File: src/rtl/memBusPkg.sv
`default_nettype none

package memBusPkg;

	// address bus width shared by both requesters and memory
	localparam int AddrWidth = 48;

	// operation codes, low five bits of the 16-bit opm word
	localparam logic [4:0] OpmReady = 5'h00;
	localparam logic [4:0] OpmLoad  = 5'h01;
	localparam logic [4:0] OpmStore = 5'h02;

	// source tag in opm bits 15..12
	localparam logic [3:0] SrcPort1 = 4'h1;
	localparam logic [3:0] SrcPort2 = 4'h2;

	// status codes returned by memory
	localparam logic [1:0] OkReady = 2'b00;
	localparam logic [1:0] OkOk    = 2'b01;
	localparam logic [1:0] OkHold  = 2'b10;
	localparam logic [1:0] OkFault = 2'b11;

	// fault word target values
	localparam logic [3:0] TgtDefault = 4'h0;
	localparam logic [3:0] TgtPort1   = 4'h1;
	localparam logic [3:0] TgtPort2   = 4'h2;
	localparam logic [3:0] TgtBoth    = 4'hF;

	// fault codes
	localparam logic [3:0] FaultRange = 4'h1;

	// one 64-bit fault word, seen either as a plain value or as fields
	typedef union packed {
		logic [63:0] raw;
		struct packed {
			logic [47:0] zeroHigh;
			// bit 15
			logic        valid;
			logic [2:0]  zeroMid;
			// bits 11..8
			logic [3:0]  target;
			logic [3:0]  zeroLow;
			// bits 3..0
			logic [3:0]  code;
		} fields;
	} busExc_t;

endpackage

`default_nettype wire

File: src/rtl/memBusJoin.sv
`timescale 1ns/100ps
`default_nettype none

module memBusJoin #(
	parameter int DataWidth = 128
) (
	input  wire                              clock_cpu,
	input  wire                              reset,

	input  wire  [DataWidth-1:0]             mem1OutData,
	input  wire  [memBusPkg::AddrWidth-1:0]  mem1Addr,
	input  wire  [15:0]                      mem1Opm,
	output logic [DataWidth-1:0]             mem1InData,
	output logic [1:0]                       mem1OK,
	output logic [63:0]                      mem1BusExc,

	input  wire  [DataWidth-1:0]             mem2OutData,
	input  wire  [memBusPkg::AddrWidth-1:0]  mem2Addr,
	input  wire  [15:0]                      mem2Opm,
	output logic [DataWidth-1:0]             mem2InData,
	output logic [1:0]                       mem2OK,
	output logic [63:0]                      mem2BusExc,

	output logic [DataWidth-1:0]             memOutData,
	output logic [memBusPkg::AddrWidth-1:0]  memAddr,
	output logic [15:0]                      memOpm,
	input  wire  [DataWidth-1:0]             memInData,
	input  wire  [1:0]                       memOK,
	input  wire  [63:0]                      memBusExc
);

	// input stage from memory
	logic [DataWidth-1:0]      memInDataReg;
	logic [1:0]                memOKReg;
	memBusPkg::busExc_t        memBusExcReg;

	// ownership
	logic                      grant1;
	logic                      grant2;
	logic                      nextGrant1;
	logic                      nextGrant2;
	logic                      retire;
	logic                      nextRetire;
	logic                      tieBreak;

	logic                      req1;
	logic                      req2;
	logic                      ownerReq;
	logic [1:0]                ownerOK;

	// values headed for the output registers
	logic [DataWidth-1:0]              fwdOutData;
	logic [memBusPkg::AddrWidth-1:0]   fwdAddr;
	logic [15:0]                       fwdOpm;
	logic [1:0]                        port1OK;
	logic [1:0]                        port2OK;
	logic [63:0]                       port1Exc;
	logic [63:0]                       port2Exc;

	assign req1 = mem1Opm[4:0] != memBusPkg::OpmReady;
	assign req2 = mem2Opm[4:0] != memBusPkg::OpmReady;

	// owner sees memory status while its request is live;
	// once it has let go, a fresh request waits on hold
	assign ownerReq = grant1 ? req1 : req2;
	assign ownerOK  = !ownerReq ? memBusPkg::OkReady :
		(retire ? memBusPkg::OkHold : memOKReg);

	always_comb
	begin
		nextGrant1 = grant1;
		nextGrant2 = grant2;
		nextRetire = retire;

		fwdOutData = '0;
		fwdAddr    = '0;
		fwdOpm     = {11'h000, memBusPkg::OpmReady};
		port1OK    = memBusPkg::OkReady;
		port2OK    = memBusPkg::OkReady;

		// release only after memory itself is back to ready
		if (grant1 || grant2)
		begin
			if (retire)
			begin
				if (memOKReg == memBusPkg::OkReady)
				begin
					nextGrant1 = 1'b0;
					nextGrant2 = 1'b0;
					nextRetire = 1'b0;
				end
			end
			else if (!ownerReq)
			begin
				nextRetire = 1'b1;
			end
		end

		if (grant1)
		begin
			fwdOutData = mem1OutData;
			fwdAddr    = mem1Addr;
			fwdOpm     = mem1Opm;
			port1OK    = ownerOK;
		end
		else if (grant2)
		begin
			fwdOutData = mem2OutData;
			fwdAddr    = mem2Addr;
			fwdOpm     = mem2Opm;
			port2OK    = ownerOK;
		end
		else if (req1 && !(req2 && tieBreak))
		begin
			nextGrant1 = 1'b1;
		end
		else if (req2)
		begin
			nextGrant2 = 1'b1;
		end

		// memory stays idle while the grant drains
		if (retire)
		begin
			fwdOpm = {11'h000, memBusPkg::OpmReady};
		end
	end

	// fault steering by target field
	always_comb
	begin
		port1Exc = '0;
		port2Exc = '0;
		if (memBusExcReg.fields.valid)
		begin
			case (memBusExcReg.fields.target)
				memBusPkg::TgtDefault,
				memBusPkg::TgtPort1:
				begin
					port1Exc = memBusExcReg.raw;
				end
				memBusPkg::TgtPort2:
				begin
					port2Exc = memBusExcReg.raw;
				end
				memBusPkg::TgtBoth:
				begin
					port1Exc = memBusExcReg.raw;
					port2Exc = memBusExcReg.raw;
				end
				default:
				begin
				end
			endcase
		end
	end

	always_ff @(posedge clock_cpu)
	begin
		memInDataReg <= memInData;
		memOutData   <= fwdOutData;
		memAddr      <= fwdAddr;
		// load data is broadcast, OK tells who owns it
		mem1InData   <= memInDataReg;
		mem2InData   <= memInDataReg;
	end

	always_ff @(posedge clock_cpu)
	begin
		if (reset)
		begin
			grant1       <= 1'b0;
			grant2       <= 1'b0;
			retire       <= 1'b0;
			tieBreak     <= 1'b0;
			memOKReg     <= memBusPkg::OkReady;
			memBusExcReg <= '0;
			memOpm       <= {11'h000, memBusPkg::OpmReady};
			mem1OK       <= memBusPkg::OkReady;
			mem2OK       <= memBusPkg::OkReady;
			mem1BusExc   <= '0;
			mem2BusExc   <= '0;
		end
		else
		begin
			grant1           <= nextGrant1;
			grant2           <= nextGrant2;
			retire           <= nextRetire;
			tieBreak         <= !tieBreak;
			memOKReg         <= memOK;
			memBusExcReg.raw <= memBusExc;
			memOpm           <= fwdOpm;
			mem1OK           <= port1OK;
			mem2OK           <= port2OK;
			mem1BusExc       <= port1Exc;
			mem2BusExc       <= port2Exc;
		end
	end

endmodule

`default_nettype wire

File: config.mk
export PLATFORM = sky130hd
export DESIGN_NAME = memBusJoin
export DESIGN_NICKNAME = d
export VERILOG_FILES = /design/src/rtl/memBusPkg.sv /design/src/rtl/memBusJoin.sv
export SDC_FILE = /design/constraint.sdc
export NUM_CORES = 1
export LEC_CHECK = 0
export BUFFER_PORTS_ARGS = -buffer_cell sky130_fd_sc_hd__buf_2
export CORE_AREA = 4 4 446 448
export DETAILED_ROUTE_END_ITERATION = 8
export DIE_AREA = 0 0 450 452
export GPL_TIMING_DRIVEN = 0
export REMOVE_ABC_BUFFERS = 1
export SLEW_MARGIN = 20
export SYNTH_ARGS = -nofsm -noshare
export SYNTH_HDL_FRONTEND = slang
export SYNTH_SLANG_ARGS = --single-unit
export TNS_END_PERCENT = 10
File: constraint.sdc
create_clock -name clock_cpu -period 1.6 [get_ports clock_cpu]
set_clock_uncertainty 0.05 [all_clocks]
set_input_delay 0.08 -clock clock_cpu [delete_from_list [all_inputs] [get_ports clock_cpu]]
set_output_delay 0.08 -clock clock_cpu [all_outputs]
set_load 0.02 [all_outputs]
Word-level counts from Yosys, hierarchy flattened
Index checks and enable logic that the tools add are counted.
{"block": "word_totals", "input_bits": 580, "elab_cells": 69, "regBits": 650}
{"block": "op_classes", "n_reduce_logical": 17, "bitwise_logic": 5, "mux": 27, "eq_ne": 3}
{"op": "2-to-1 mux 128 bit", "count": 2}
{"op": "2-to-1 mux 48 bit", "count": 2}
{"op": "2-to-1 mux 16 bit", "count": 4}
{"op": "2-to-1 mux 1 bit", "count": 17}
{"op": "OR reduction 3 bit", "count": 4}
{"op": "nonzero test 5 bit", "count": 2}
{"op": "OR reduction 2 bit", "count": 4}
{"op": "inverter 1 bit", "count": 5}
{"op": "equality test 4 x 1 -> 1 bit (second input constant)", "count": 1}
{"op": "equality test 4 x 2 -> 1 bit (second input constant)", "count": 1}
{"op": "equality test 4 bit (second input constant)", "count": 1}
{"op": "logical NOT 4 bit", "count": 1}
{"op": "2-to-1 mux 2 bit", "count": 2}
{"op": "logical AND 1 bit", "count": 2}
{"op": "logical NOT 1 bit", "count": 2}
{"op": "logical NOT 2 bit", "count": 1}
{"op": "logical OR 1 bit", "count": 1}

Longest topological paths before layout
{"block": "logic_depth", "ltp_word": 8, "ltp_mapped": 5, "mapped_depth_nobuf": 3}

Worst setup path before layout
Ideal clock, no wire load.
{"block": "synth_timing", "path_type": "register -> register", "startpoint": "register memBusExcReg[11] (netlist name)", "endpoint": "register mem2BusExc[0]", "period_less_slack_ns": 1.458, "arrival_time_ns": 1.349, "stages_incl_launch_ff": 5, "slack_ns": 0.142, "path_buffers": 1, "t_required_ns": 1.491, "path_cell_list": "dfxtp_1 -> or3_4 -> a211oi_4 -> clkbuf_2 -> and2_1"}
{"block": "synth_via", "elab_chain_cells": 4, "elab_cells_between_ends": 5, "cone_classes": "eq/ne: 2; bitwise: 1; reduce/logical: 2"}
{"item": "start: declaration", "line": "memBusJoin.sv:35", "text": "memBusPkg::busExc_t memBusExcReg;"}
{"item": "equality test 4 bit or equality test 4 x 2 -> 1 bit (tied branches)", "line": "memBusJoin.sv:136", "text": "case (memBusExcReg.fields.target)"}
{"item": "OR reduction 2 bit (no line) (*)"}
{"item": "inverter 1 bit (no line) (*)"}
{"item": "OR reduction 3 bit (no line) (*)"}
{"item": "end signal: assignment", "line": "memBusJoin.sv:196", "text": "mem2BusExc <= port2Exc;"}
{"item": "end: declaration", "line": "memBusJoin.sv:22", "text": "output logic [63:0] mem2BusExc,"}
Every way passes the cells marked *; elsewhere a longest branch is shown, timed or not.
A chain may end at the register's enable or synchronous reset.

Worst setup path in the final report
{"block": "layout_timing", "startpoint": "register memBusExcReg[11] (netlist name)", "endpoint": "register mem2BusExc[41]"}
Same word-level chain as after synthesis.

==> flow_results.org <==
** Pwr
- Across the VDD grid, the largest voltage drop is 774 uV.
- Share of power burned in registers :: 0.388
- PwrDens :: 1260 nW/um^2
- Proportion of total power due to net switching :: 0.313
- Of the total power, combinational logic draws 0.219.
- Cell-internal power :: 31.9 mW
- Clock power share :: 0.393
- NetSw :: 14.5 mW
- Reported leakage power :: 16.7 nW

** Cells and area
- In the final layout, the share of cells above drive strength 1 is 0.437.
- Leaving out fill and tap cells, the most frequent cell in the layout is buf_2.
- After filler insertion, the fill cell instance count of the layout stands at 21.1k.
- Relative to the synthesized area, the layout overhead comes to 111%.
- In the layout the commonest cells are 1143 x buf_2, 728 x dlygate4sd3_1, 644 x dfxtp_1.
- Number of cells in the finished layout apart from fillers :: 5803
- Final standard cell utilization of the core :: 0.189
- The final layout contains 3701 nets.

** Floorplan
- Total number of placement rows :: 162
- I/O pin cnt :: 1160
- Area of the core region :: 195000 um^2
- The floorplan step defined a die boundary enclosing 203000 um^2.
- Die Wd :: 450 um
- Measured along the y axis, the die boundary spans 452 um.
- Initial Utilization :: 0.0894

** STA
- Setup violations remaining at the end of the flow were counted as 53.
- Static timing analysis puts the maximum clock frequency at 588 MHz.
- Setup repair after global routing could not meet its margin everywhere.
- Max_slew headroom :: 0.490
- Dividing the final minimum period by the clock period gives 1.06.
- Hold is met by 86.1 ps.
- In the post-route analysis, the smallest setup slack over all paths is -100 ps.
- Post-layout minimum cycle time :: 1700 ps
- Slew at the pin closest to its max-slew limit :: 762 ps
- The number of hold-slack violations in the final timing report is 0.
- The count of final max-slew check failures is 0.

** Min path
- The path with the worst hold slack has its endpoint at memInDataReg[10].
- The worst hold path belongs to the class input port to register.
- The worst hold path begins at memInData[10].
- Along the worst hold path, the cell count comes to 2.

** GRT
- The via count of the first global-routing pass was 18.8k.
- GRT Total Usage :: 0.143
- First-pass GRT wire length :: 190000 um
- Global routing finished with a remaining overflow of 0.
- Pin count of the biggest net entering global routing :: 74
- Number of antenna violations at the first check in global routing :: 132

** Synth
- Average cell area after synthesis :: 13.6 um^2
- In this run, synthesis inferred 0 flip-flops with an integrated enable.
- Yosys printed 0 warnings.
- Netlist area before placement :: 17400 um^2
- For this run, asynchronously set or reset flops after synthesis account for 0.
- Cells after Synth :: 1281
- Commonest register cell after synthesis :: dfxtp_1
- Yosys mapped the design onto 33 distinct sky130hd cell types.
- Sequential share of the synthesized area :: 0.748
- The synthesized design contains 650 register bits.

** Critical path
- The worst setup path is launched from a register.
- The critical path is of the register to register type.
- Critical Path End Type :: register
- The worst register-to-register path ends at mem2BusExc[41].
- For the worst flop-to-flop path, the logic depth is 6.
- Reg2Reg Launch Point :: memBusExcReg[11]
- STA puts the critical path data arrival time at 2270 ps.
- Critical Path RT :: 2170 ps
- Across all register-to-register paths, the minimum setup slack is -100 ps.
- Highest fanout seen on the critical path :: 8

** CTS
- The longest clock path from root to sink contains 3 buffers.
- Clk Latency, worst-skew pair :: 670 ps
- Reg clk slew, reported paths :: 60 ps
- Clock tree sinks :: 650
- Clock root buffer :: clkbuf_16
- TritonCTS clock tree :: built
- The H-tree was split into 3 levels.
- TritonCTS created 77 clock buffers.

** Flow run
- Reported max-cap violation count :: 0

** Run status
- Violations in the final reports :: negative setup slack
- Run status :: complete, but fails checks

** Detailed routing
- DR vias :: 18.6k
- After detailed routing, the total wire length is 155000 um.
- Violation count after the first detailed-route iteration :: 1919
- Dividing the detail-routed wire length by the instance count gives 26.6 um.
- Final routed DRC violation total :: 0
- Dividing the detail-routed via count by the number of cells gives 3.20.
- The first detailed-routing pass took 7 iterations.
- Once detail routing completed, the nets flagged for antenna violations numbered 0.

** Place
- Cell Count Post-Placement :: 4810
- In this run the tool buffered the top-level ports with 1159 buffer cells.
- Dpl hpwl :: 122000 um
- Final estimated routing congestion in global placement :: 0.934
- Timing analysis after detailed placement gives a worst setup slack of -922 ps.
logic make-up (layout without fill, tap and decap cells):
group / Yosys count / after routing / synth area share
other cells: 0 / 77 / 0
flops: 650 / 650 / 0.748
buf+inv: 196 / 2099 / 0.0711
compound gates: 201 / 201 / 0.0999
simple gates: 234 / 234 / 0.0813
per-stage QoR:
step	area, um^2	total power [mW]	setup TNS, ps
final	36700	46.4	-2050
after global routing	36600	48.0	-6720
after CTS	36300	46.8	-3740
after detailed placement	25600	25.8	-79320
after global placement	25200	24.7	-3869850
after floorplan	16200	21.2	-1825530
power groups by stage:
stage / clock, mW / sequential [mW] / combinational [mW]
after floorplan: 0 / 20.0 / 1.26
after global placement: 0 / 18.3 / 6.41
after detailed placement: 0 / 18.4 / 7.47
after CTS: 18.8 / 18.0 / 10.1
after global routing: 19.4 / 18.1 / 10.5
final: 18.2 / 18.0 / 10.2
what timing repair did:
action | in CTS | in global routing
cloned | 13 | 7
endpoints found under the setup margin | 297 | 165
hold endpoints to repair | 393 | 0
gates resized for setup | 61 | 10
setup buffers | 24 | 4
hold buffers | 728 | 0
pin swaps | 21 | 11
final cells by class:
type,instances,area (um^2),area share
Antenna cell,77,193,0.00525
Clock buffer,105,2190,0.0597
Clock inverter,37,459,0.0125
Inverter,3,11.3,0.000307
Multi-Input combinational cell,435,3290,0.0896
Sequential cell,650,13000,0.355
Tap cell,2542,3180,0.0866
Timing Repair Buffer,1954,14400,0.391
state kept, by name (all words and copies together), names as in the netlist:
| name | count |
|---|---|
| grant1 | 1 |
| grant2 | 1 |
| mem1BusExc | 64 |
| mem1OK | 2 |
| mem2BusExc | 64 |
| mem2InData | 128 |
| mem2OK | 2 |
| memAddr | 48 |
| memBusExcReg | 64 |
| memInDataReg | 128 |
| memOKReg | 2 |
| memOpm | 16 |
| memOutData | 128 |
| retire | 1 |
| tieBreak | 1 |
cells in the mapped netlist, types with 3 or more instances:
cell type / number / area (um^2)
dfxtp_1: 650 / 13000
a22o_1: 175 / 1530
buf_4: 129 / 968
and2_1: 127 / 795
nor2b_1: 67 / 419
clkbuf_1: 48 / 180
nor2_1: 19 / 71.3
a22oi_1: 16 / 120
clkbuf_2: 9 / 45.0
buf_2: 5 / 25.0
nand2_1: 4 / 15.0
inv_1: 3 / 11.3
critical path, stage by stage, from the launching register on:
cell,delay [ps]
dfxtp_4,360
or3_4,400
a211oi_4,250
buf_8,150
buf_12,140
clkbuf_16,160
and2_1,120
worst max path at each step:
| stage | endpoint | start | cells past startpoint |
|---|---|---|---|
| after floorplan | retire | grant1 | 3 |
| after global placement | memOpm[1] | grant1 | 3 |
| after detailed placement | memOpm[5] | grant1 | 7 |
| after CTS | memOpm[6] | grant2 | 6 |
| after global routing | mem2BusExc[41] | memBusExcReg[11] | 6 |
| final | mem2BusExc[41] | memBusExcReg[11] | 6 |
per-layer routing:
metal / part of all wire / vias up / GRT usage
met3: 0.10 / 475 / 0.0580
met1: 0.33 / 8801 / 0.140
li1: - / 7960 / -
met2: 0.50 / 1250 / 0.252
met4: 0.066 / 74 / 0.0842
met5: 0.0047 / - / 0.00979
No activity file was read; power rests on OpenSTA's default activity.
